--- src/stream_pkg.sv ---
`default_nettype none

package stream_pkg;

  // beat geometry.
  localparam int data_bytes = 4;
  localparam int data_width = data_bytes * 8;

  // width of the frame length limit and of the beat counter.
  localparam int len_width = 16;

  typedef struct packed {
    logic [data_width-1:0] data;
    logic [data_bytes-1:0] keep;
    logic                  last;
    logic                  user; // bad frame flag after the checker, read with last.
  } beat_t;

  // one-cycle pulses, one per finished frame.
  typedef struct packed {
    logic good;
    logic bad;
    logic overflow;
  } frame_status_t;

endpackage

`default_nettype wire

--- src/frame_check.sv ---
`timescale 1ns/1ps
`default_nettype none

module frame_check (
  input  wire                                 clk,
  input  wire                                 rst,
  input  wire stream_pkg::beat_t              s_beat,
  input  wire                                 s_valid,
  output logic                                s_ready,
  output stream_pkg::beat_t                   chk_beat,
  output logic                                chk_valid,
  input  wire                                 chk_ready,
  input  wire [stream_pkg::len_width-1:0]     max_len
);

  logic [stream_pkg::len_width-1:0] beat_cnt_q;  // beats of this frame already taken.
  logic [stream_pkg::len_width-1:0] frame_max_q;
  logic [stream_pkg::len_width-1:0] limit;
  logic                             err_q;
  logic                             too_long;
  logic                             frame_err;
  logic                             take;
  stream_pkg::beat_t                out_beat;

  assign s_ready = !chk_valid || chk_ready;
  assign take = s_valid && s_ready;

  // the limit is sampled with the first beat and held for the frame.
  assign limit = (beat_cnt_q == '0) ? max_len : frame_max_q;
  assign too_long = beat_cnt_q >= limit;
  assign frame_err = err_q || s_beat.user || too_long;

  always_comb begin
    out_beat = s_beat;
    out_beat.user = s_beat.last && frame_err; // only the last beat carries the verdict.
  end

  always_ff @(posedge clk) begin
    if (rst) begin
      chk_valid  <= 1'b0;
      beat_cnt_q <= '0;
      err_q      <= 1'b0;
    end else begin
      if (take) begin
        chk_valid <= 1'b1;
        if (s_beat.last) begin
          beat_cnt_q <= '0;
          err_q      <= 1'b0;
        end else begin
          if (beat_cnt_q != '1) begin
            beat_cnt_q <= beat_cnt_q + (stream_pkg::len_width)'(1);  // saturates on huge frames.
          end
          err_q <= frame_err;
        end
      end else if (chk_ready) begin
        chk_valid <= 1'b0;
      end
    end
  end

  always_ff @(posedge clk) begin
    if (take) begin
      chk_beat <= out_beat;
      if (beat_cnt_q == '0) begin
        frame_max_q <= max_len;
      end
    end
  end

endmodule

`default_nettype wire

--- config.mk ---
export PLATFORM = sky130hd
export DESIGN_NAME = frame_check
export DESIGN_NICKNAME = d
export VERILOG_FILES = /design/src/stream_pkg.sv /design/src/frame_check.sv
export SDC_FILE = /design/constraint.sdc
export NUM_CORES = 1
export LEC_CHECK = 0
export BUFFER_PORTS_ARGS = -buffer_cell sky130_fd_sc_hd__buf_2
export CAP_MARGIN = 20
export CELL_PAD_IN_SITES_DETAIL_PLACEMENT = 0
export CELL_PAD_IN_SITES_GLOBAL_PLACEMENT = 1
export CORE_ASPECT_RATIO = 1.2
export CORE_MARGIN = 3
export CORE_UTILIZATION = 43
export CTS_BUF_LIST = sky130_fd_sc_hd__clkbuf_16
export CTS_CLUSTER_SIZE = 8
export DETAILED_ROUTE_END_ITERATION = 7
export PLACE_DENSITY_LB_ADDON = 0.1
export SLEW_MARGIN = 20
export SYNTH_ARGS = -nofsm -noshare
export SYNTH_HDL_FRONTEND = slang
export SYNTH_SLANG_ARGS = --single-unit
--- constraint.sdc ---
create_clock -name clk -period 7.5 [get_ports clk]
set_clock_uncertainty 0.15 [all_clocks]
set_input_delay 0.75 -clock clk [delete_from_list [all_inputs] [get_ports clk]]
set_output_delay 0.75 -clock clk [all_outputs]
set_load 0.05 [all_outputs]
# == Word-level counts from Yosys, hierarchy flattened ==
# Index checks and enable logic that the tools add are counted.
# classes
add_sub_neg,1
magnitude_cmp,1
n_eq_ne,1
muxes,6
n_reduce_logical,10
# ops
operator,n
16-bit 2-to-1 mux,3
"16-bit by 1-bit adder with 16-bit output, second input constant",1
16-bit greater-or-equal comparator,1
16-bit zero test,1
"16-bit inequality test, second input constant",1
2-bit nonzero test,2
1-bit logical OR,3
1-bit 2-to-1 mux,3
1-bit logical AND,2
2-bit AND reduction,1
1-bit zero test,1
# word_totals
reg_bits,72
in_bits,58
out_inout_bits,40
word_cells,27

# == Longest topological paths before layout ==
# Gate-level depths: netlist of run 1.
# logic_depth
ltp_word,5
depth_mapped,12
ltp_nobuf,12

# == Least setup slack after synthesis of run 1 ==
# Ideal clock, no wire load.
# synth_timing
kind,input to register
from,in chk_ready
to,reg beat_cnt_q[0] (netlist name)
setup_ps,128
arrival_ps,3176
required_time_ps,7222
setup_slack_ps,4046
cell_stages,7
n_path_buf,1
cell_sequence,nor2b_1 inv_1 nand2_1 inv_1 a21o_1 clkbuf_1 nor2_1
# synth_via
elab_chain_len,3
# synth_rtl
element,line,rtl
from (decl),frame_check.sv:12,"input wire chk_ready,"
1-bit logical OR,frame_check.sv:25,assign s_ready = !chk_valid || chk_ready;
via s_ready,frame_check.sv:9,"output logic s_ready,"
1-bit logical AND,frame_check.sv:26,assign take = s_valid && s_ready;
via take,frame_check.sv:22,logic take;
2-bit AND reduction (no line),n/a,
to (signal assigned),frame_check.sv:51,beat_cnt_q <= beat_cnt_q + (stream_pkg::len_width)'(1);
to (decl),frame_check.sv:16,logic [stream_pkg::len_width-1:0] beat_cnt_q;
# The timed path passes the listed nets, and every way through them passes these cells.
# A chain may end at the register's enable or synchronous reset.

==> metrics.csv, run 1 <==
metric,value,unit
RSZ-0062 raised after global routing,false,
Yosys reg bits,72,
total grt overflow,0,
initial drt markers,98,
Starting Density,0.4529,
"Async S/R FF share, synth",0,
Residual DRC,0,
final WL,6538,um
fin util,0.5872,
Via density,4.986,
CP Launch Type,flip-flop,
post-synth top area share,0.5131,
DP HPWL,4855,um
FMAX,0.3109,GHz
hold-fix buffers at CTS,0,
Post-Syn Nets,313,
Reg power frac,0.430,
vias in the first global route,2101,
Site Rows,33,
Syn Area/Cell,13.34,um2
IO Pins,98,
worst vdd ir,0.2114,mV
layout cells sized above 1,0.3696,
post-synthesis sequential area ratio,0.6271,
final worst-path cycle share,0.4289,
sequential cell area,0.001982,mm2
switching part of the total power,0.2337,
Cell Pwr Density,261.0,mW/mm2
maximum root-to-sink buffer count,2,
clk_lat worst skew,0.32,ns
Combinational Power Share,0.116,
"area leader, netlist",edfxtp_1,
root buf cell,clkbuf_16,
most frequent cells in the layout,"97 x buf_2, 54 x edfxtp_1, 23 x inv_1",
CP arrival,3.14,ns
P_int,0.8194,mW
pin count of the biggest net entering global routing,58,
Area Growth Syn to Fin,29.65,%
Mapped Cells,237,
routed len/inst,15.00,um
post-synthesis instance area,0.003161,mm2
worst-path fanout max,12,
Die W,84.26,um
predominant post-synthesis flop cell,edfxtp_1,
clk sink count,72,
area of the core,0.006978,mm2
Final Hold Fails,0,
initial antenna violation count,0,
max cap viols,0,
fillers,601,
post-layout min period,3.217,ns
Hold Crit Class,reg -> reg,
Syn. warnings,0,
Final nets,420,
slew margin rel.,0.5320,
status,"complete, no violations",
LEAKAGE,1.695,nW
Num CTS Buffers,9,
vias post-DR,2174,
NetSw,0.2500,mW
crit path kind,reg -> reg,
CP endpoint kind,flip-flop,
clock network power share,0.453,
GRT Overall Usage,0.1598,
Post-synth EDFFs,54,
distinct cell type count after synthesis,43,
CTS tree,yes,
ANT cells,0,
largest cells by area after synthesis,"edfxtp_1 51%, dfxtp_1 11%, ha_1 7.1%",
setup TNS,0,ns
post-CTS resize count,0,
post-CTS setup buffers,0,
Slew Limit Fails,0,
Worst EP required,7.42,ns
drt pass-1 iters,4,
multi-input logic area,0.001072,mm2
depth of the CTS H-tree,3,
DIE AREA,0.008419,mm2
worst slew pin tran,0.7021,ns
first-pass GRT wire length,10450,um
GPL Wtd Cong,0.7576,
"commonest non-fill, non-tap cell in the layout",buf_2,
"CTS clk-pin slew, worst paths",0.06,ns
Die H,99.92,um
"antenna viol nets, final",0,
IO Port Bufs,97,
final number of setup-violating endpoints,0,
-- flip-flops by register name (all words and copies together), names as in the netlist --
register	flops
frame_max_q	16
err_q	1
beat_cnt_q	16
chk_beat	38
chk_valid	1
-- through the flow --
| step | std cells | setup slack (ns) | power [mW] | cell area (um2) | hold slack, ns |
|---|---|---|---|---|---|
| after floorplan | 237 | 4.046 | 0.5554 | 3161 | 0.3077 |
| after global placement | 419 | 3.725 | 0.5914 | 3742 | 0.3282 |
| after detailed placement | 420 | 4.303 | 0.5943 | 3754 | 0.3435 |
| after CTS | 436 | 4.250 | 1.084 | 4098 | 0.3525 |
| after global routing | 436 | 4.077 | 1.112 | 4098 | 0.3762 |
| final | 436 | 4.283 | 1.069 | 4098 | 0.3610 |
-- worst paths after layout --
kind | start | slack, ns | end | cells past startpoint
max | beat_cnt_q[0] | 4.28 | chk_beat[0] | 12
min reg2reg | err_q | 0.36 | err_q | 2
max reg2reg | beat_cnt_q[0] | 4.28 | chk_beat[0] | 12
min | err_q | 0.36 | err_q | 2
-- critical path: stages, from the launching register on --
cell and delay, ns:
dfxtp_1 0.34, inv_1 0.09, ha_1 0.14, nor4b_1 0.22
nand4_1 0.38, buf_6 0.30, mux2_2 0.29, inv_1 0.07
ha_1 0.23, and3_1 0.16, o21ai_0 0.13, a311oi_1 0.15
o311a_1 0.31
-- metal layers --
layer / track usage / share of wire
met3: 0.03941 / 0.060
met2: 0.2521 / 0.47
met4: 0.07054 / 0.015
met5: 0 / 0
met1: 0.2096 / 0.45
-- area by class of cell --
class | count | area share
Inverter | 23 | 0.02107
Timing Repair Buffer | 99 | 0.1231
Sequential cell | 72 | 0.4837
Multi-Input combinational cell | 139 | 0.2617
Clock inverter | 7 | 0.02901
Clock buffer | 9 | 0.05496
Tap cell | 87 | 0.02656
-- logic make-up (layout without fill, tap and decap cells) --
group	count (synthesis)	after routing	share of synthesized area
adder cells (fa/ha/maj)	18	18	0.07126
flip-flops	72	72	0.6271
XOR/XNOR	11	11	0.03049
buffers and inverters	26	138	0.03365
AND/OR/NAND/NOR	68	68	0.1334
multiplexers	16	16	0.05226
AO/OA/AOI/OAI	26	26	0.05186
-- cell usage after synthesis (2+ instances only) --
master    instances
a21oi_1          10
edfxtp_1         54
nand4b_1          2
mux2i_1          12
xnor2_1           9
inv_1            23
nor2_1           15
dfxtp_1          18
nand2_1           9
or3_1             2
nand3b_1          2
nor2b_1           2
nor3_1            9
nor4b_2           2
or4_4             2
ha_1             18
xor2_1            2
mux2_2            4
o21ai_0           5
nand3_1           5
nand4_1           5
nor4_1            3
a21o_1            2
o211ai_1          3
-- power by group through the flow --
| stage | clock network (mW) | registers [mW] | logic (mW) |
|---|---|---|---|
| after global placement | 0 | 0.468 | 0.123 |
| after floorplan | 0 | 0.513 | 0.0423 |
| after CTS | 0.497 | 0.460 | 0.126 |
| final | 0.485 | 0.460 | 0.124 |
| after detailed placement | 0 | 0.469 | 0.126 |
| after global routing | 0.515 | 0.462 | 0.135 |
(Power assumes the default switching activity.)
==> run 2: changes to the inputs <==
--- a/config.mk
+++ b/config.mk
@@ -5,13 +5,14 @@
 export SDC_FILE = /design/constraint.sdc
 export NUM_CORES = 1
 export LEC_CHECK = 0
+export ABC_AREA = 1
 export BUFFER_PORTS_ARGS = -buffer_cell sky130_fd_sc_hd__buf_2
 export CAP_MARGIN = 20
 export CELL_PAD_IN_SITES_DETAIL_PLACEMENT = 0
 export CELL_PAD_IN_SITES_GLOBAL_PLACEMENT = 1
 export CORE_ASPECT_RATIO = 1.2
 export CORE_MARGIN = 3
-export CORE_UTILIZATION = 43
+export CORE_UTILIZATION = 39
 export CTS_BUF_LIST = sky130_fd_sc_hd__clkbuf_16
 export CTS_CLUSTER_SIZE = 8
 export DETAILED_ROUTE_END_ITERATION = 7
==> constraint.sdc (replaced) <==
create_clock -name clk -period 3.13 [get_ports clk]
set_clock_uncertainty 0.15 [all_clocks]
set_input_delay 0.313 -clock clk [delete_from_list [all_inputs] [get_ports clk]]
set_output_delay 0.313 -clock clk [all_outputs]
set_load 0.05 [all_outputs]
==> metrics.csv, run 2 <==
metric,value,unit,change
status,"complete, no violations",,
Synth Area in XOR/XNOR,0.01035,,-0.02013
largest cells by area after synthesis,"edfxtp_1 48%, dfxtp_1 11%, nand2_1 7.3%",,
RSZ-0062 raised after global routing,false,,
setup TNS,0,ns,unchanged
"area leader, netlist",edfxtp_1,,
Site Rows,36,,+9.1%
Post-synth top cells,"66 x nand2_1, 54 x edfxtp_1, 50 x inv_1, 38 x nor2_1",,
Syn. warnings,0,,unchanged
"commonest non-fill, non-tap cell in the layout",buf_2,,
"antenna viol nets, final",0,,unchanged
GRT Overall Usage,0.1566,,-0.003175
LEAKAGE,1.950,nW,+15%
Slew Limit Fails,0,,unchanged
initial drt markers,101,,+3.1%
Post-Synth Adder-Cell Area,0.06654,,-0.004715
Via density,4.562,,-8.5%
predominant post-synthesis flop cell,edfxtp_1,,
FMAX,0.3819,GHz,+23%
Synth Area in Compound Gates,0.07542,,+0.02356
Area Growth Syn to Fin,28.24,%,
Post-synth EDFFs,54,,unchanged
post-layout min period,2.619,ns,-0.5980 ns
Worst path depth,14,,+2
distinct cell type count after synthesis,28,,-35%
drt pass-1 iters,4,,unchanged
root buf cell,clkbuf_16,,
first-pass GRT wire length,11870,um,+14%
IO Pins,98,,unchanged
routed len/inst,13.09,um,-13%
clk sink count,72,,unchanged
Synth Area in Simple Gates,0.1837,,+0.05032
post-CTS setup buffers,0,,unchanged
Critical-path top delay cell,dfxtp_1,,
multiplexer share of the synthesized area,0,,-0.05226
vias post-DR,2596,,+19%
"delay-heaviest family, CP",simple AND/OR/NAND/NOR gates,,
Mapped Cells,344,,+45%
largest family of logic cells by synthesized area,simple AND/OR/NAND/NOR gates,,
DIE AREA,0.009837,mm2,+17%
CP arrival,2.54,ns,-0.60 ns
max cap viols,0,,unchanged
DP HPWL,5704,um,+17%
slew margin rel.,0.6341,,+0.1021
final WL,7449,um,+14%
"Async S/R FF share, synth",0,,unchanged
worst slew pin tran,0.5432,ns,-0.1589 ns
worst hold stages,1,,-1
CTS tree,yes,,
initial antenna violation count,0,,unchanged
Cell Pwr Density,585.5,mW/mm2,+120%
"CTS clk-pin slew, worst paths",0.06,ns,about the same
Final Hold Fails,0,,unchanged
Die H,108.1,um,+8.1%
final number of setup-violating endpoints,0,,unchanged
most common cell in the netlist,nand2_1,,
final worst-path cycle share,0.8367,,+0.4078
vias in the first global route,2431,,+16%
hold-fix buffers at CTS,0,,unchanged
Post-Syn Nets,420,,+34%
Num CTS Buffers,9,,unchanged
biggest regs,"chk_beat: 38 flops, beat_cnt_q: 16 flops, frame_max_q: 16 flops",,
pin count of the biggest net entering global routing,49,,-16%
depth of the CTS H-tree,3,,unchanged
area of the core,0.008288,mm2,+19%
total grt overflow,0,,unchanged
Syn Area/Cell,9.839,um2,-26%
post-synthesis instance area,0.003384,mm2,+7.1%
Die W,91.04,um,+8.0%
post-synthesis sequential area ratio,0.5856,,-0.04150
CP endpoint kind,flip-flop,,
Yosys reg bits,72,,unchanged
post-route setup slack,0.5113,ns,-3.772 ns
max reg flops,38,,unchanged
post-synth top area share,0.4791,,-0.03395
post-CTS resize count,0,,unchanged
reg2reg path depth,14,,+2
"most used cell, CP",nand2_1,,
fillers,818,,+36%
crit path kind,reg -> reg,,
ANT cells,0,,unchanged
crit-path cells,"nor4_1, nand4_1, buf_12, o21ai_1, inv_2, ha_1, nand2_1, nor2_1, nor2_1, nand2_1, nand2_1, nand2_1, nand2_1, a21oi_1",,
Final nets,526,,+25%
"worst slack, placed",0.4679,ns,-3.835 ns
GPL Wtd Cong,0.8405,,+11%
clk_lat worst skew,0.32,ns,about the same
fin util,0.5237,,-0.06353
layout cells sized above 1,0.3143,,-0.05534
most frequent cells in the layout,"97 x buf_2, 66 x nand2_1, 54 x edfxtp_1",,
CP bufs+invs,2,,-1
IO Port Bufs,97,,unchanged
maximum root-to-sink buffer count,2,,unchanged
Hold Crit Class,in -> reg,,
worst vdd ir,0.2708,mV,+28%
Worst EP required,3.06,ns,-4.36 ns
worst stage delay on the critical path,0.37,ns,about the same
worst-path fanout max,32,,+20
Biggest register,chk_beat,,
Starting Density,0.4084,,-0.04457
Residual DRC,0,,unchanged
CP Launch Type,flip-flop,,
-- run 2: cell count changes after synthesis, sizes merged, moves of 3 or more --
cell and change:
xnor2 -9, mux2i -12, o21ai +18, nand2 +59, o211ai -3, nor4 -4, nor2 +24, a21oi +6
nand3 +11, inv +41, nor4b -3, mux2 -4, nand4 +4, nor3 -5
-- run 2: final cells by class --
type | instances | area [um2] | area share
clock inverter | 7 | 87.58 | 0.02018
multi-input combinational | 204 | 1137 | 0.2620
sequential | 72 | 1982 | 0.4566
inverter | 64 | 240.2 | 0.05535
clock buffer | 9 | 225.2 | 0.05189
tap | 114 | 142.6 | 0.03286
timing repair buffer | 99 | 525.5 | 0.1211
-- run 2: worst paths after layout --
| path | startpoint | slack, ns | end |
|---|---|---|---|
| worst max register to register | beat_cnt_q[5] | 0.51 | chk_beat[0] |
| worst min-delay path | s_beat[3] | 0.02 | chk_beat[3] |
| worst max-delay path | beat_cnt_q[5] | 0.51 | chk_beat[0] |
| worst min register to register | beat_cnt_q[1] | 0.37 | beat_cnt_q[1] |
-- run 2: logic make-up (layout without fill, tap and decap cells) --
logic type / after synthesis / in the layout
and+or+nand+nor: 140 / 140
DFF: 72 / 72
buffers and inverters: 68 / 179
AOI/OAI and AO/OA: 42 / 42
adders and majority gates: 18 / 18
xor gates and xnor gates: 4 / 4
-- run 2: worst reg2reg max path: cells and delay by family, from the launching register on --
| kind | cells | cell delay (ns) |
|---|---|---|
| flip-flops | 1 | 0.37 |
| AND/OR/NAND/NOR | 9 | 1.01 |
| buffers and inverters | 2 | 0.27 |
| adder cells (fa/ha/maj) | 1 | 0.28 |
| AO/OA/AOI/OAI | 2 | 0.28 |
-- run 2: routing by layer --
layer | track usage | share of wire | up-vias
met5 | 0 | 0 | -
met4 | 0.07112 | 0.015 | 0
met3 | 0.02992 | 0.068 | 8
met2 | 0.2504 | 0.45 | 94
met1 | 0.2073 | 0.46 | 1146
li1 | - | - | 1348
-- run 2: where the power goes --
part / leakage (nW) / internal, mW / switching, mW / total [mW]
Sequential: 0.670 / 1.10 / 0.0150 / 1.11
Combinational: 1.13 / 0.107 / 0.255 / 0.362
Clock: 0.150 / 0.690 / 0.376 / 1.07
-- run 2: per-stage QoR --
| step | std cells | hold WS (ns) | area, um2 | power (mW) |
|---|---|---|---|---|
| 6_report | 569 | 0.01516 | 4340 | 2.541 |
| 4_1_cts | 569 | 0.002644 | 4340 | 2.573 |
| 2_1_floorplan | 344 | 0.2321 | 3385 | 1.389 |
| 3_3_place_gp | 553 | 0.3395 | 4028 | 1.495 |
| 3_5_place_dp | 553 | 0.3418 | 4028 | 1.501 |
| 5_1_grt | 569 | 0.004381 | 4340 | 2.640 |
==> run 3: changes to the inputs <==
==> constraint.sdc (replaced) <==
create_clock -name clk -period 2.7 [get_ports clk]
set_clock_uncertainty 0.15 [all_clocks]
set_input_delay 0.27 -clock clk [delete_from_list [all_inputs] [get_ports clk]]
set_output_delay 0.27 -clock clk [all_outputs]
set_load 0.05 [all_outputs]
==> metrics.csv, run 3 (synthesized netlist as in run 2, its figures left out) <==
metric,value,unit,change
DIE AREA,0.009837,mm2,unchanged
slew margin rel.,0.6890,,+0.05494
"antenna viol nets, final",0,,unchanged
worst-path fanout max,16,,-50%
Min-Delay Endpoint,beat_cnt_q[7],,
area of the core,0.008288,mm2,unchanged
ANT cells,0,,unchanged
initial antenna violation count,0,,unchanged
Biggest register,chk_beat,,
post-layout min period,2.523,ns,-0.09540 ns
IO Pins,98,,unchanged
final WL,8162,um,+9.6%
vias post-DR,2810,,+8.2%
"commonest non-fill, non-tap cell in the layout",buf_2,,
Cell Pwr Density,617.8,mW/mm2,+5.5%
final worst-path cycle share,0.9346,,+0.09791
met2 Use GR,0.2614,,+0.01105
Die H,108.1,um,unchanged
reg-to-reg setup timing slack,0.18,ns,-0.33 ns
CP endpoint kind,flip-flop,,
status,"complete, no violations",,
crit path kind,reg -> reg,,
CP Launch Type,flip-flop,,
total grt overflow,0,,unchanged
CP arrival,2.45,ns,-0.09 ns
worst vdd ir,0.3469,mV,+28%
root buf cell,clkbuf_16,,
clk sink count,72,,unchanged
"CTS clk-pin slew, worst paths",0.06,ns,about the same
met1 Use GR,0.2284,,+0.02109
GPL Wtd Cong,0.8184,,-2.6%
Starting Density,0.4084,,unchanged
Tot Pwr,3.008,mW,+18%
reg2reg path depth,16,,+2
Worst EP required,2.63,ns,-0.43 ns
vias in the first global route,2695,,+11%
launching point of the worst reg2reg path,beat_cnt_q[11],,
max cap viols,0,,unchanged
CTS tree,yes,,
max reg flops,38,,unchanged
most frequent cells in the layout,"97 x buf_2, 66 x nand2_1, 54 x edfxtp_1",,
Slew Limit Fails,0,,unchanged
HP Start,rst,,
Residual DRC,0,,unchanged
clk_lat worst skew,0.33,ns,about the same
reg2reg end,chk_beat[0],,
worst slew pin tran,0.4616,ns,-0.08155 ns
setup TNS,0,ns,unchanged
final worst hold slack,0.05233,ns,+0.03717 ns
Area Growth Syn to Fin,43.84,%,
routed len/inst,13.12,um,+0.24%
pin count of the biggest net entering global routing,62,,+27%
DP HPWL,5600,um,-1.8%
grt peak-use layer,met2,,
met3 Usage GRT,0.03410,,+0.004175
fin util,0.5874,,+0.06371
layout cells sized above 1,0.3327,,+0.01839
depth of the CTS H-tree,3,,unchanged
biggest regs,"chk_beat: 38 flops, beat_cnt_q: 16 flops, frame_max_q: 16 flops",,
Final Hold Fails,0,,unchanged
Final nets,579,,+10%
LEAKAGE,2.212,nW,+13%
worst hold stages,2,,+1
Via density,4.518,,-0.98%
IO Port Bufs,97,,unchanged
Die W,91.04,um,unchanged
FMAX,0.3963,GHz,+3.8%
final number of setup-violating endpoints,0,,unchanged
Num CTS Buffers,9,,unchanged
maximum root-to-sink buffer count,2,,unchanged
Site Rows,36,,unchanged
first-pass GRT wire length,13120,um,+11%
initial drt markers,86,,-15%
Hold Crit Class,in -> reg,,
drt pass-1 iters,6,,+2
GRT Overall Usage,0.1685,,+0.01186
-- run 3: cell types whose count changed in the layout (fill, tap and decap cells not counted), sizes merged --
| cell | before | now |
|---|---|---|
| clkinvlp | 2 | 1 |
| buf | 99 | 115 |
| inv | 65 | 66 |
| dlygate4sd3 | 0 | 36 |
| clkbuf | 9 | 10 |
-- run 3: where the power goes --
part / internal (mW) / switching (mW)
Sequential: 1.27 / 0.0184
Combinational: 0.173 / 0.314
Clock: 0.801 / 0.429
Total: 2.25 / 0.761
-- run 3: worst max-delay path, stage by stage (launching register included) --
cell and delay (ns):
dfxtp_1 0.31, inv_2 0.08, nand4_1 0.11, nor2_2 0.14, nand4_1 0.10, buf_4 0.18, clkbuf_16 0.18, o21ai_4 0.13
inv_1 0.05, ha_1 0.29, nand2_1 0.07, inv_1 0.03, nor2_1 0.09, o21a_1 0.13, nand2_1 0.06, nand2_1 0.08
a21oi_1 0.06
-- run 3: worst max path at each step --
| stage | startpoint | end | slack, ns | depth (start not counted) |
|---|---|---|---|---|
| floorplan | chk_valid | beat_cnt_q[4] | 0.1 | 7 |
| global placement | beat_cnt_q[11] | chk_beat[0] | 0.20 | 16 |
| detailed placement | beat_cnt_q[11] | chk_beat[0] | 0.16 | 16 |
| CTS | beat_cnt_q[11] | chk_beat[0] | 0.15 | 16 |
| global route | beat_cnt_q[11] | chk_beat[0] | -0.002 | 16 |
| finish | beat_cnt_q[11] | chk_beat[0] | 0.18 | 16 |
-- run 3: routing by layer --
metal,vias up,part of all wire
met4,0,0.022
met5,-,0
met1,1247,0.46
li1,1453,-
met3,14,0.065
met2,96,0.45
-- run 3: layout make-up --
cell class              count  area, um2
multi-input cells         204       1159
clock buffers               9      225.2
fillers                   741       3420
clock inverters             7      88.84
inverters                  64      240.2
flip-flops and latches     72       1982
repair buffers            152       1031
well taps                 114      142.6
-- run 3: what timing repair did --
item / in CTS / in global routing
gates resized for setup: 0 / 10
buffers inserted: 0 / 1
setup endpoints to repair: 0 / 2
hold buffers: 36 / 0
hold endpoints to repair: 36 / 0
-- run 3: metrics by stage --
| step | instances | area, um2 | setup slack [ns] |
|---|---|---|---|
| after floorplan | 344 | 3385 | 0.09734 |
| after global placement | 568 | 4140 | 0.2003 |
| after detailed placement | 568 | 4140 | 0.1598 |
| after CTS | 620 | 4815 | 0.1455 |
| after global routing | 622 | 4868 | -0.002440 |
| final | 622 | 4868 | 0.1767 |
