## config.mk

```make
export PLATFORM = sky130hd
export DESIGN_NAME = frame_stats
export DESIGN_NICKNAME = d
export VERILOG_FILES = /design/src/stream_pkg.sv /design/src/csr_pkg.sv /design/src/frame_stats.sv
export SDC_FILE = /design/constraint.sdc
export NUM_CORES = 1
export LEC_CHECK = 0
export BUFFER_PORTS_ARGS = -buffer_cell sky130_fd_sc_hd__buf_4
export CORE_MARGIN = 4
export CORE_UTILIZATION = 41
export DETAILED_ROUTE_END_ITERATION = 8
export HOLD_SLACK_MARGIN = 0.06
export PLACE_DENSITY_LB_ADDON = 0.1
export SETUP_SLACK_MARGIN = 0.3
export SYNTH_ARGS = -nofsm -noshare
export SYNTH_HDL_FRONTEND = slang
export SYNTH_SLANG_ARGS = --single-unit
```

## constraint.sdc

```tcl
create_clock -name clk -period 2.5 [get_ports clk]
set_clock_uncertainty 0.15 [all_clocks]
set_input_delay 0.125 -clock clk [delete_from_list [all_inputs] [get_ports clk]]
set_output_delay 0.125 -clock clk [all_outputs]
set_load 0.01 [all_outputs]
```

## src/stream_pkg.sv

```systemverilog
`default_nettype none

package stream_pkg;

  // beat geometry.
  localparam int data_bytes = 4;
  localparam int data_width = data_bytes * 8;

  // width of the frame length limit and of the beat counter.
  localparam int len_width = 16;

  typedef struct packed {
    logic [data_width-1:0] data;
    logic [data_bytes-1:0] keep;
    logic                  last;
    logic                  user; // bad frame flag after the checker, read with last.
  } beat_t;

  // one-cycle pulses, one per finished frame.
  typedef struct packed {
    logic good;
    logic bad;
    logic overflow;
  } frame_status_t;

endpackage

`default_nettype wire

```

## src/csr_pkg.sv

```systemverilog
`default_nettype none

package csr_pkg;

  localparam int axil_addr_width = 4;
  localparam int axil_data_width = 32;

  typedef logic [axil_data_width-1:0] csr_word_t;

  localparam logic [15:0] max_len_reset = 16'd64;

  typedef enum logic [axil_addr_width-1:0] {
    reg_max_len  = 4'h0,
    reg_good_cnt = 4'h4,
    reg_bad_cnt  = 4'h8,
    reg_ovf_cnt  = 4'hc
  } csr_addr_e;

  typedef enum logic [1:0] {
    resp_okay   = 2'b00,
    resp_slverr = 2'b10
  } resp_e;

  typedef struct packed {
    logic                       awvalid;
    logic [axil_addr_width-1:0] awaddr;
    logic                       wvalid;
    csr_word_t                  wdata;
    logic                       bready;
    logic                       arvalid;
    logic [axil_addr_width-1:0] araddr;
    logic                       rready;
  } axil_req_t;

  typedef struct packed {
    logic      awready;
    logic      wready;
    logic      bvalid;
    resp_e     bresp;
    logic      arready;
    logic      rvalid;
    csr_word_t rdata;
    resp_e     rresp;
  } axil_rsp_t;

endpackage

`default_nettype wire

```

## src/frame_stats.sv

```systemverilog
`timescale 1ns/1ps
`default_nettype none

module frame_stats (
  input  wire                             clk,
  input  wire                             rst,
  input  wire stream_pkg::frame_status_t  status,
  input  wire csr_pkg::axil_req_t         axil_req,
  output csr_pkg::axil_rsp_t              axil_rsp,
  output logic [stream_pkg::len_width-1:0] max_len
);

  logic [2:0][csr_pkg::axil_data_width-1:0] cnt_q;  // good, bad, overflow.
  logic [2:0] hit;
  logic [2:0] clr;
  logic       wr_hs;
  logic       rd_hs;
  logic       max_len_we;
  logic       bvalid_q;
  logic       rvalid_q;

  csr_pkg::resp_e    wr_resp;
  csr_pkg::resp_e    rd_resp;
  csr_pkg::resp_e    bresp_q;
  csr_pkg::resp_e    rresp_q;
  csr_pkg::csr_word_t rd_word;
  csr_pkg::csr_word_t rdata_q;

  assign hit = {status.overflow, status.bad, status.good};
  assign wr_hs = axil_req.awvalid && axil_req.wvalid && !bvalid_q;
  assign rd_hs = axil_req.arvalid && !rvalid_q;

  // write decode. a write to a count clears it.
  always_comb begin
    clr        = '0;
    max_len_we = 1'b0;
    wr_resp    = csr_pkg::resp_okay;
    case (csr_pkg::csr_addr_e'(axil_req.awaddr))
      csr_pkg::reg_max_len:  max_len_we = wr_hs;
      csr_pkg::reg_good_cnt: clr[0] = wr_hs;
      csr_pkg::reg_bad_cnt:  clr[1] = wr_hs;
      csr_pkg::reg_ovf_cnt:  clr[2] = wr_hs;
      default:               wr_resp = csr_pkg::resp_slverr;
    endcase
  end

  always_comb begin
    rd_word = '0;
    rd_resp = csr_pkg::resp_okay;
    case (csr_pkg::csr_addr_e'(axil_req.araddr))
      csr_pkg::reg_max_len:  rd_word = csr_pkg::csr_word_t'(max_len);
      csr_pkg::reg_good_cnt: rd_word = cnt_q[0];
      csr_pkg::reg_bad_cnt:  rd_word = cnt_q[1];
      csr_pkg::reg_ovf_cnt:  rd_word = cnt_q[2];
      default:               rd_resp = csr_pkg::resp_slverr;
    endcase
  end

  always_ff @(posedge clk) begin
    if (rst) begin
      cnt_q    <= '0;
      max_len  <= csr_pkg::max_len_reset;
      bvalid_q <= 1'b0;
      rvalid_q <= 1'b0;
    end else begin
      for (int i = 0; i < 3; i++) begin
        if (clr[i]) begin
          cnt_q[i] <= '0;
        end else if (hit[i] && cnt_q[i] != '1) begin
          cnt_q[i] <= cnt_q[i] + csr_pkg::csr_word_t'(1);  // saturating.
        end
      end
      if (max_len_we) begin
        max_len <= axil_req.wdata[stream_pkg::len_width-1:0];
      end
      if (wr_hs) bvalid_q <= 1'b1;
      else if (axil_req.bready) bvalid_q <= 1'b0;
      if (rd_hs) rvalid_q <= 1'b1;
      else if (axil_req.rready) rvalid_q <= 1'b0;
    end
  end

  always_ff @(posedge clk) begin
    if (wr_hs) begin
      bresp_q <= wr_resp;
    end
    if (rd_hs) begin
      rdata_q <= rd_word;
      rresp_q <= rd_resp;
    end
  end

  always_comb begin
    axil_rsp.awready = wr_hs;
    axil_rsp.wready  = wr_hs;
    axil_rsp.bvalid  = bvalid_q;
    axil_rsp.bresp   = bresp_q;
    axil_rsp.arready = rd_hs;
    axil_rsp.rvalid  = rvalid_q;
    axil_rsp.rdata   = rdata_q;
    axil_rsp.rresp   = rresp_q;
  end

endmodule

`default_nettype wire

```

## After elaboration in Yosys (flattened, before gate mapping)

Cells that the tools add are included.

| storage, ports and cells | value |
|---|---|
| flip-flop bits (word level) | 150 |

| operators by class | value |
|---|---|
| add/sub/neg operators | 3 |
| mux-type cells | 11 |
| reductions and logical operators | 17 |
| equality and inequality tests | 9 |

Operators by type and width:

| kind | number |
|---|---|
| $pmux 32 s4 | 1 |
| $add 32x1->32 const B | 3 |
| $ne 32x32->1 const B | 3 |
| $eq 4x4->1 const B | 4 |
| $eq 4x3->1 const B | 2 |
| $logic_not 4->1 | 2 |
| $mux 1 | 8 |
| $reduce_or 4->1 | 2 |
| $logic_and 1x1->1 | 6 |
| $reduce_or 2->1 | 3 |
| $mux 2 | 2 |
| $reduce_bool 2->1 | 2 |
| $logic_not 1->1 | 2 |

## Logic depth before layout (Yosys ltp)

Gate-level depths: netlist of run 1.

| logic depth | value |
|---|---|
| depth in word-level cells | 4 |
| depth in mapped cells | 9 |
| mapped depth without buffers | 6 |

## Worst setup path before layout of run 1

OpenSTA, ideal clock, no wires.

| timing path | value |
|---|---|
| path type | reg-to-output |
| start point | register rvalid_q |
| end point | output port axil_rsp[35] (netlist bit) |
| arrival time | 2.173 ns |
| setup slack | 0.052 ns |
| cell stages (with the launch flop) | 3 |
| path buffers | 1 |
| cells stage by stage | dfxtp_1 -> nor2b_1 -> buf_4 |

| between the ends | value |
|---|---|
| cells in the longest elaborated chain, start to end | 2 |

Ends and longest elaborated chain:

| element | RTL line | source |
|---|---|---|
| start: declaration | frame_stats.sv:20 | `logic rvalid_q;` |
| start signal: assignment | frame_stats.sv:64 | `rvalid_q <= 1'b0;` |
| start signal: assignment | frame_stats.sv:78 | `if (rd_hs) rvalid_q <= 1'b1;` |
| start signal: assignment | frame_stats.sv:79 | `else if (axil_req.rready) rvalid_q <= 1'b0;` |
| $logic_not 1->1 | frame_stats.sv:31 | `assign rd_hs = axil_req.arvalid && !rvalid_q;` |
| $logic_and 1x1->1 | frame_stats.sv:31 |  |
| end: declaration | frame_stats.sv:9 | `output csr_pkg::axil_rsp_t axil_rsp,` |

No other way between the ends.

## Final worst setup path of run 1

| timing path | value |
|---|---|
| start point | register cnt_q[10] (netlist bit) |
| end point | register cnt_q[27] (netlist bit) |

| between the ends | value |
|---|---|
| cells in the longest elaborated chain, start to end | 2 |
| elaborated cells on any way between the ends | 3 |
| classes of those cells | add/sub (1); eq/ne (1); reduce/logical (1) |

Ends and longest elaborated chain:

| element | RTL line | source |
|---|---|---|
| start: declaration | frame_stats.sv:13 | `logic [2:0][csr_pkg::axil_data_width-1:0] cnt_q;` |
| start signal: indexed assignment | frame_stats.sv:70 | `cnt_q[i] <= cnt_q[i] + csr_pkg::csr_word_t'(1);` |
| branches (longest 2 deep; another with $add 32x1->32) | n/a |  |

Several ways; the timed one is not identified.
A chain may end at the register's enable or synchronous reset.

==> key figures, run 1 <==
STA
  – Crit path time final: between 2000 and 2500 ps
  – Fin. Hold Viols: 0
  – Final worst-path cycle share: 0.8608
  – Setup ws final: between 300 and 400 ps
  – Final setup fails: 0
  – Worst-Margin Slew: 1032 ps
  – Max Slew Vio Count: 0
  – Max Freq: between 400 and 500 MHz
  – RSZ-0062 raised after global routing: true
  – Max_slew headroom: 0.3103
  – Setup tns final: 0 ps

Layout
  – Layout cell share with drive strength beyond 1: 0.2782
  – Core Util, Final: 0.5413
  – Ant diodes: 0
  – Register Area: between 3000 and 4000 µm²
  – Nets: 1014
  – Layout area overhead: 27.87%
  – Area of the multi-input gates: ~4300 µm²
  – Fill cells: 1572
  – Final non-filler cell total: ~1200

Route
  – M1 WL: 10.01 mm
  – First drt pass iteration count: 5
  – WL met3: 1.501 mm
  – Vias: 7210
  – WL per Instance: between 15 and 20 µm
  – Initial DRC count: 550
  – Final ANT Viol Nets: 0
  – Met2 wire len: around 11 mm
  – Vias per cell: roughly 6
  – Wirelength, routed: approximately 23 mm
  – DRC: 0
  – Top sig layer: met4

Power
  – Ratio of total power to cell area: about 570 nW/µm²
  – Switching Share: 0.2189
  – Leak Pwr: around 3.4 nW
  – Clock share of power: 0.490
  – Seq pwr share: 0.450
  – Combinational Power Share: 0.060
  – P_int: between 4 and 5 mW
  – Switching power total: about 1.2 mW
  – Worst IR Drop VDD: ~450 µV

Synthesis
  – Most used DFF post-synth: dfxtp_1
  – Post-Syn Area: just under 8000 µm²
  – Register area share after synthesis: 0.4285
  – Synth Register Bits: 148
  – Synth Instances: around 840
  – EDFF count, synth: 34
  – Netlist cell types: between 60 and 70
  – Synthesized area per cell: around 9 µm²
  – Ys Warns: 0
  – FFs w/ async S/R, synth: 0

CTS
  – Worst skew pair latency: about 420 ps
  – # clock sinks: 148
  – CTS H-tree depth: 4
  – CTS tree: yes
  – Clock buffer depth: 2
  – Clock-pin transition on the worst setup and hold timing paths: about 60 ps
  – Clk root buf: clkbuf_16
  – CTS Buf Count: 17

Setup path
  – Cell with the largest stage delay on the worst path: or4_4
  – Crit start category: flip-flop
  – Crit Path Max Fanout: 6
  – WP depth: 5
  – Buf+Inv Stages, Crit Path: 0
  – R2R cell count: 5
  – Crit-path cells: nand4_1, or4_4, a211o_1, or4_1, nand2_1
  – Worst Path Required: about 2700 ps
  – WS Path Type: reg2reg
  – CP Capture Type: flip-flop
  – CP max stage delay: 600 ps
  – CP top delay family: simple AND/OR/NAND/NOR gates
  – Arrival @ worst endpoint: around 2400 ps

Place
  – Place WS: approximately 220 ps
  – Detail Placement HPWL: roughly 17 mm
  – Cell count after placement: approximately 1100
  – IO buf count: 88
  – GPL Wtd Cong: roughly 0.86

Outcome
  – Outcome: finished, final reports clean

Global routing
  – Global-route wire length before repair: about 36 mm
  – Grt total ovfl: 0
  – Number of global-route vias before repair: roughly 6800
  – Total track usage: 0.2122
  – Largest net degree at the start of global routing: 35
  – Initial antenna violation count: 0

Die
  – Row Count: 49
  – Core Area: approximately 18000 µm²
  – Die footprint: 21060 µm²
  – Num ports: ~110
  – Initial Util: 0.4233
  – Die Width: about 150 µm
  – Die H: 145.1 µm

Worst hold path
  – Hold crit path type: in2reg
  – Hold Path Cell Cnt: 4

Flow run
  – Max-cap violations: 0
[state kept, by name, summed over array words and instances, names as in the netlist]
signal    cells
bresp_q       1
cnt_q        96
max_len      16
rdata_q      32
rvalid_q      1
bvalid_q      1
rresp_q       1
[kinds of logic after synthesis]
kind of cell / synth area share
AO/OA/AOI/OAI: 0.1537
XOR/XNOR: 0.02727
adder cells (fa/ha/maj): 0.004870
buffers and inverters: 0.04204
flip-flops: 0.4285
multiplexers: 0.07385
other: 0.0004865
AND/OR/NAND/NOR: 0.2693
[through the flow]
stage	power (mW)	hold WS, ps	area, µm²
after CTS	5.640	103.9	9633
after floorplan	2.727	74.02	7715
final	5.599	122.6	9857
after global placement	2.863	160.4	8675
after global routing	5.797	120.1	9857
after detailed placement	2.870	166.1	8675
[power by group through the flow]
stage	logic, mW	registers, mW	clock network [mW]
2_1_floorplan	0.151	2.58	0
5_1_grt	0.366	2.53	2.90
4_1_cts	0.334	2.52	2.79
3_3_place_gp	0.293	2.57	0
6_report	0.337	2.52	2.74
3_5_place_dp	0.298	2.57	0
[repair_timing]
action / in CTS / in global routing
setup endpoints to repair: 36 / 74
pin swaps: 2 / 7
cloned: 0 / 0
buffers inserted: 2 / 5
hold buffers: 26 / 0
gates resized for setup: 13 / 56
endpoints found under the hold margin: 28 / 0
[cell usage after synthesis, types with 10 or more instances]
| library cell | count | area [µm²] |
|---|---|---|
| and3_1 | 13 | 81.33 |
| o31ai_1 | 15 | 112.6 |
| xnor2_1 | 17 | 148.9 |
| o211ai_1 | 11 | 82.58 |
| dfxtp_1 | 114 | 2282 |
| edfxtp_1 | 34 | 1021 |
| nand2_1 | 92 | 345.3 |
| nor4_1 | 14 | 87.58 |
| nor2b_1 | 18 | 112.6 |
| nor2_1 | 66 | 247.7 |
| o21ai_0 | 33 | 165.2 |
| mux2_2 | 15 | 168.9 |
| buf_4 | 10 | 75.07 |
| or4_1 | 24 | 180.2 |
| nand3_1 | 31 | 155.2 |
| nand4_1 | 35 | 219.0 |
| a22oi_1 | 16 | 120.1 |
| or3_1 | 35 | 219.0 |
| mux4_2 | 16 | 360.4 |
| clkbuf_1 | 29 | 108.9 |
| inv_1 | 15 | 56.30 |
| a21oi_1 | 65 | 325.3 |
[layout by cell type (no fill, tap or decap), types with 15 or more instances in the layout]
cell type / n
edfxtp_1: 34
or3_1: 33
nor2_1: 64
nand4_1: 35
dlygate4sd3_1: 26
buf_4: 128
dfxtp_2: 33
mux2_2: 15
inv_1: 15
mux4_2: 16
clkbuf_16: 18
nand2_1: 92
o21ai_0: 33
nor2b_1: 17
xnor2_1: 17
dfxtp_1: 80
a21oi_1: 65
a22oi_1: 16
nand3_1: 30
or4_1: 24
[tightest hold or removal path, cell delays in order]
cell and delay (ps):
buf_4 120, a41oi_1 100, buf_4 190, o21a_1 100
[metal layers]
metal	vias up	global-route usage
met4	0	0.04938
met3	13	0.04272
met2	249	0.3498
li1	3408	-
met1	3540	0.2898
met5	-	0
[layout make-up]
class                   count  area share
clock buffers              19     0.04608
clock inverters            13     0.01815
inverters                  15    0.005712
multi-input cells         623      0.4342
flip-flops and latches    148      0.3397
well taps                 229     0.02907
repair buffers            156      0.1271
[worst paths after layout]
check | to | from | slack [ps]
max | cnt_q[27] | cnt_q[10] | 350
min | cnt_q[57] | axil_req[43] | 120
min reg2reg | max_len[3] | max_len[3] | 340
max reg2reg | cnt_q[27] | cnt_q[10] | 350
Note: power is estimated with default switching activity, not from simulation.
==> run 2: changes to the inputs <==
--- a/config.mk
+++ b/config.mk
@@ -8,6 +8,7 @@
 export BUFFER_PORTS_ARGS = -buffer_cell sky130_fd_sc_hd__buf_4
 export CORE_MARGIN = 4
 export CORE_UTILIZATION = 41
+export CTS_BUF_LIST = sky130_fd_sc_hd__clkbuf_4
 export DETAILED_ROUTE_END_ITERATION = 8
 export HOLD_SLACK_MARGIN = 0.06
 export PLACE_DENSITY_LB_ADDON = 0.1
==> run 2 against run 1 <==
- maximum frequency decreased by 2.3%
- critical path depth unchanged
- setup slack got worse by 52 ps
- sequential share of layout area increased by 1.1 points
- core utilization decreased by 1.4 points
- critical endpoint unchanged
==> key figures, run 2 (same netlist as run 1, synthesis figures left out) <==
CTS
  – CTS H-tree depth: 4 (unchanged)
  – # clock sinks: 148 (unchanged)
  – CTS tree: yes
  – Worst skew pair latency: 560 ps (+140 ps)
  – Clock-pin transition on the worst setup and hold timing paths: 130 ps (+70 ps)
  – Clock buffer depth: 2 (unchanged)
  – Clk root buf: clkbuf_4
  – CTS Buf Count: 17 (unchanged)

STA
  – RSZ-0062 raised after global routing: true
  – Fin. Hold Viols: 0 (unchanged)
  – Final worst-path cycle share: 0.8815 (+0.02070)
  – Max_slew headroom: 0.3191 (+0.008794)
  – Worst-Margin Slew: 1019 ps (-13.16 ps)
  – Setup tns final: 0 ps (unchanged)
  – Final setup fails: 0 (unchanged)
  – Crit path time final: 2204 ps (+51.76 ps)
  – Max Freq: 453.8 MHz (-2.3%)
  – Hold WS: 119.0 ps (-3.608 ps)
  – Max Slew Vio Count: 0 (unchanged)
  – Setup ws final: 296.2 ps (-51.76 ps)

Route
  – Wirelength, routed: 22.87 mm (about the same)
  – First drt pass iteration count: 5 (unchanged)
  – DRC: 0 (unchanged)
  – WL per Instance: 18.93 µm (-0.51%)
  – Vias: 7127 (-1.2%)
  – Vias per cell: 5.900 (-1.6%)
  – Final ANT Viol Nets: 0 (unchanged)
  – Initial DRC count: 515 (-6.4%)

Setup path
  – Arrival @ worst endpoint: 2550 ps (+190 ps)
  – Worst Path Required: 2850 ps (+140 ps)
  – CP Capture Type: flip-flop
  – Crit Path Max Fanout: 6 (unchanged)
  – Crit start category: flip-flop
  – WS Path Type: reg2reg

Die
  – Initial Util: 0.4233 (unchanged)
  – Core Area: 18210 µm² (unchanged)
  – Die Width: 145.1 µm (unchanged)
  – Row Count: 49 (unchanged)
  – Die footprint: 21060 µm² (unchanged)
  – Num ports: 107 (unchanged)
  – Die H: 145.1 µm (unchanged)

Flow run
  – Max-cap violations: 0 (unchanged)

Power
  – Ratio of total power to cell area: 486.2 nW/µm² (-14%)
  – Leak Pwr: 3.301 nW (-3.7%)
  – Total Power: 4.665 mW (-17%)
  – Worst IR Drop VDD: 322.4 µV (-28%)

Global routing
  – Initial antenna violation count: 1 (+1)
  – Largest net degree at the start of global routing: 35 (unchanged)
  – Grt total ovfl: 0 (unchanged)
  – Total track usage: 0.2138 (+0.001657)
  – Number of global-route vias before repair: 6817 (+0.65%)
  – Global-route wire length before repair: 36.49 mm (+0.27%)

Layout
  – Final non-filler cell total: 1208 (+0.42%)
  – Layout area overhead: 24.46%
  – Ant diodes: 0 (unchanged)
  – Finished Cell Area: 9594 µm² (-2.7%)
  – Max reg flops: 96 (unchanged)
  – Core Util, Final: 0.5269 (-0.01443)
  – Most frequent cells in the layout: buf_4 (128), nand2_1 (92), dfxtp_1 (79)
  – Register Area: 3364 µm² (+0.49%)
  – Nets: 1019 (+0.49%)
  – Most common cell after layout, fill and taps aside: buf_4
  – Layout cell share with drive strength beyond 1: 0.2789 (+0.0006219)
  – Biggest register: cnt_q
  – Area of the multi-input gates: 4242 µm² (-0.91%)
  – Biggest regs: cnt_q (96), rdata_q (32), max_len (16)
  – Fill cells: 1603 (+2.0%)

Worst hold path
  – Hold crit path type: in2reg

Place
  – Post-DP Area: 8675 µm² (unchanged)
  – IO buf count: 88 (unchanged)
  – Place WS: 216.5 ps (unchanged)
  – Detail Placement HPWL: 16.70 mm (unchanged)
  – GPL Wtd Cong: 0.8613 (unchanged)
  – Cell count after placement: 1138 (unchanged)

Outcome
  – Outcome: finished, final reports clean
==> run 2: cell count changes in the layout (fill, tap and decap cells not counted), sizes merged <==
cell | previous run | this run
dlygate4sd3 | 26 | 32
buf | 130 | 129
bufinv | 4 | 5
clkbuf | 19 | 18
==> run 2: per-layer routing <==
layer | vias up | track usage | part of all wire
li1 | 3425 | - | -
met1 | 3449 | 0.2844 | 0.43
met2 | 230 | 0.3495 | 0.49
met3 | 23 | 0.05207 | 0.072
met4 | 0 | 0.06030 | 0.013
met5 | - | 0 | 0
==> run 2: repair_timing <==
item	in CTS	in global routing
setup endpoints to repair	37	67
gates resized for setup	20	50
buffers inserted	2	4
pin swaps	2	6
endpoints found under the hold margin	66	0
hold buffers	32	0
==> run 2: path summary, 6_finish.rpt <==
kind | start | endpoint | slack (ps) | cells past startpoint
worst min register to register | max_len[8] | max_len[8] | 350 | 2
worst max-delay path | cnt_q[10] | cnt_q[27] | 300 | 5
worst max register to register | cnt_q[10] | cnt_q[27] | 300 | 5
worst min-delay path | axil_req[5] | rdata_q[9] | 120 | 3
==> run 2: final cells by class <==
type / instances / area share
Multi-Input combinational cell: 623 / 0.4421
Sequential cell: 148 / 0.3507
Timing Repair Buffer: 161 / 0.1356
Tap cell: 229 / 0.02986
Clock inverter: 14 / 0.02178
Clock buffer: 18 / 0.01408
Inverter: 15 / 0.005869
==> run 2: worst max-delay path, cell delays in order, from the launching register on <==
cell and delay, ps:
dfxtp_2 410, nand4_1 200, or4_4 600, a211o_1 290
or4_1 420, nand2_1 80
==> run 2: report_power, final <==
group / internal, mW / switching [mW]
Clock: 0.901 / 0.907
Sequential: 2.48 / 0.0321
Combinational: 0.165 / 0.179
==> run 3: changes to the inputs <==
==> constraint.sdc (replaced) <==
create_clock -name clk -period 2.9 [get_ports clk]
set_clock_uncertainty 0.15 [all_clocks]
set_input_delay 0.145 -clock clk [delete_from_list [all_inputs] [get_ports clk]]
set_output_delay 0.145 -clock clk [all_outputs]
set_load 0.01 [all_outputs]
==> run 3 against run 2 <==
- first-iteration DRC count is 23% higher
- non-clock buffer count is 6 lower
- clock power is 19% lower
- register-to-register slack better by 120 ps
- global-route usage hardly changed
- critical endpoint is now cnt_q[78]
- largest power group unchanged
- final area is 2.0% lower
- flip-flop and latch count stayed put
==> key figures, run 3 (same netlist as run 1, synthesis figures left out) <==
STA
  – Max Freq: 401.9 MHz (-11%)
  – Final setup fails: 0 (unchanged)
  – Max_slew headroom: 0.3284 (+0.009257)
  – Fin. Hold Viols: 0 (unchanged)
  – Worst-Margin Slew: 1005 ps (-13.86 ps)
  – Final worst-path cycle share: 0.8581 (-0.02346)
  – Max Slew Vio Count: 0 (unchanged)
  – Setup tns final: 0 ps (unchanged)
  – Crit path time final: 2488 ps (+284.6 ps)
  – RSZ-0062 raised after global routing: true

Die
  – Die H: 145.1 µm (unchanged)
  – Initial Util: 0.4233 (unchanged)
  – Num ports: 107 (unchanged)
  – Die Width: 145.1 µm (unchanged)
  – Core Area: 18210 µm² (unchanged)
  – Row Count: 49 (unchanged)
  – Die footprint: 21060 µm² (unchanged)

Power
  – Worst IR Drop VDD: 264.6 µV (-18%)
  – Leak Pwr: 3.276 nW (-0.76%)
  – Ratio of total power to cell area: 417.2 nW/µm² (-14%)

Place
  – Cell count after placement: 1118 (-1.8%)
  – Detail Placement HPWL: 16.61 mm (-0.54%)
  – IO buf count: 88 (unchanged)
  – GPL Wtd Cong: 0.8727 (+1.3%)

Layout
  – Layout cell share with drive strength beyond 1: 0.2045 (-0.07433)
  – Most frequent cells in the layout: dfxtp_1 (114), buf_4 (104), nand2_1 (92)
  – Layout area overhead: 21.94%
  – Final non-filler cell total: 1203 (-0.41%)
  – Most common cell after layout, fill and taps aside: dfxtp_1
  – Max reg flops: 96 (unchanged)
  – Nets: 1013 (-0.59%)
  – Biggest regs: cnt_q (96), rdata_q (32), max_len (16)
  – Biggest register: cnt_q

Route
  – Vias: 7214 (+1.2%)
  – First drt pass iteration count: 5 (unchanged)
  – Initial DRC count: 633 (+23%)
  – Vias per cell: 5.997 (+1.6%)
  – Final ANT Viol Nets: 0 (unchanged)
  – WL per Instance: 18.80 µm (-0.69%)
  – DRC: 0 (unchanged)
  – Wirelength, routed: 22.62 mm (-1.1%)

CTS
  – Clk root buf: clkbuf_4
  – # clock sinks: 148 (unchanged)
  – Clock-pin transition on the worst setup and hold timing paths: 120 ps (about the same)
  – CTS Buf Count: 17 (unchanged)
  – CTS tree: yes
  – Worst skew pair latency: 560 ps (about the same)
  – Clock buffer depth: 2 (unchanged)
  – CTS H-tree depth: 4 (unchanged)

Worst hold path
  – Hold path startpoint: axil_req[41]
  – Worst Hold Path EP: cnt_q[38]
  – Hold Path Cell Cnt: 5 (+2)
  – Hold crit path type: in2reg

Setup path
  – Crit Path Max Fanout: 23 (+17)
  – R2R Path End: cnt_q[78]
  – Crit start category: flip-flop
  – Worst Path Required: 3190 ps (+340 ps)
  – R2R cell count: 6 (+1)
  – WS Path Type: reg2reg
  – Setup slack, reg-to-reg: 410 ps (+120 ps)
  – CP Capture Type: flip-flop
  – Arrival @ worst endpoint: 2780 ps (+230 ps)
  – Worst reg2reg startpoint: cnt_q[75]

Global routing
  – Grt total ovfl: 0 (unchanged)
  – Global-route wire length before repair: 36.62 mm (+0.36%)
  – Number of global-route vias before repair: 6825 (+0.12%)
  – Initial antenna violation count: 1 (unchanged)
  – Total track usage: 0.2141 (+0.0002416)
  – Largest net degree at the start of global routing: 35 (unchanged)

Outcome
  – Outcome: finished, final reports clean

Flow run
  – Max-cap violations: 0 (unchanged)
## run 3: changes by cell type in the layout (fill, tap and decap cells not counted), sizes merged
cell         before  now
clkinv            7    5
diode             0    1
clkinvlp          1    3
buf             129  105
dlygate4sd3      32   50
bufinv            5    4
clkbuf           18   19
## run 3: worst max path at each step
stage / cells after the start / to / from / slack [ps]
6_report: 6 / cnt_q[78] / cnt_q[75] / 410
4_1_cts: 6 / cnt_q[78] / cnt_q[66] / 380
2_1_floorplan: 2 / axil_rsp[35] / rvalid_q / 430
5_1_grt: 6 / cnt_q[78] / cnt_q[75] / 280
3_3_place_gp: 6 / cnt_q[78] / cnt_q[66] / 480
3_5_place_dp: 6 / cnt_q[78] / cnt_q[67] / 430
## run 3: power by group
part	internal [mW]	total (mW)	switching [mW]	leakage [nW]
clock	0.702	1.46	0.755	0.167
sequential	2.14	2.17	0.0278	1.26
combinational	0.142	0.294	0.152	1.85
## run 3: cell type report
class                      count  area, µm²
fill                        1686       8808
multi-input combinational    623       4125
sequential                   148       3303
timing repair buffer         155       1301
tap                          229      286.5
clock inverter                13      182.7
clock buffer                  19      142.6
inverter                      15      56.30
antenna                        1      2.502
## run 3: through the flow
stage          setup WS [ps]  total power, mW  hold WS, ps  instance area [µm²]    util
2_1_floorplan          432.4            2.351        94.02                 7712       -
3_3_place_gp           484.8            2.466        180.2                 8524  0.4682
3_5_place_dp           426.8            2.472        187.2                 8524  0.4682
4_1_cts                381.7            3.969        118.9                 9350  0.5135
5_1_grt                277.0            4.098        175.7                 9400  0.5163
6_report               411.6            3.922        152.7                 9400  0.5163
## run 3: routing by layer
metal  vias up  wire length (µm)  track usage
met4         0               431      0.06410
li1       3409                 -            -
met5         -                 0            0
met2       234             10790       0.3502
met3        33              1335      0.04927
met1      3538             10060       0.2846
## run 3: timing repair
| action | CTS | global route |
|---|---|---|
| setup endpoints to repair | 0 | 19 |
| setup buffers | 0 | 2 |
| gates resized for setup | 0 | 6 |
| hold buffers | 50 | 0 |
| endpoints found under the hold margin | 101 | 0 |
## run 3: critical path: stages, from the launching register on
cell	delay, ps
dfxtp_1	530
and3_1	320
nand4_1	450
nor3_4	480
buf_12	200
nor4_1	50
o21bai_1	180
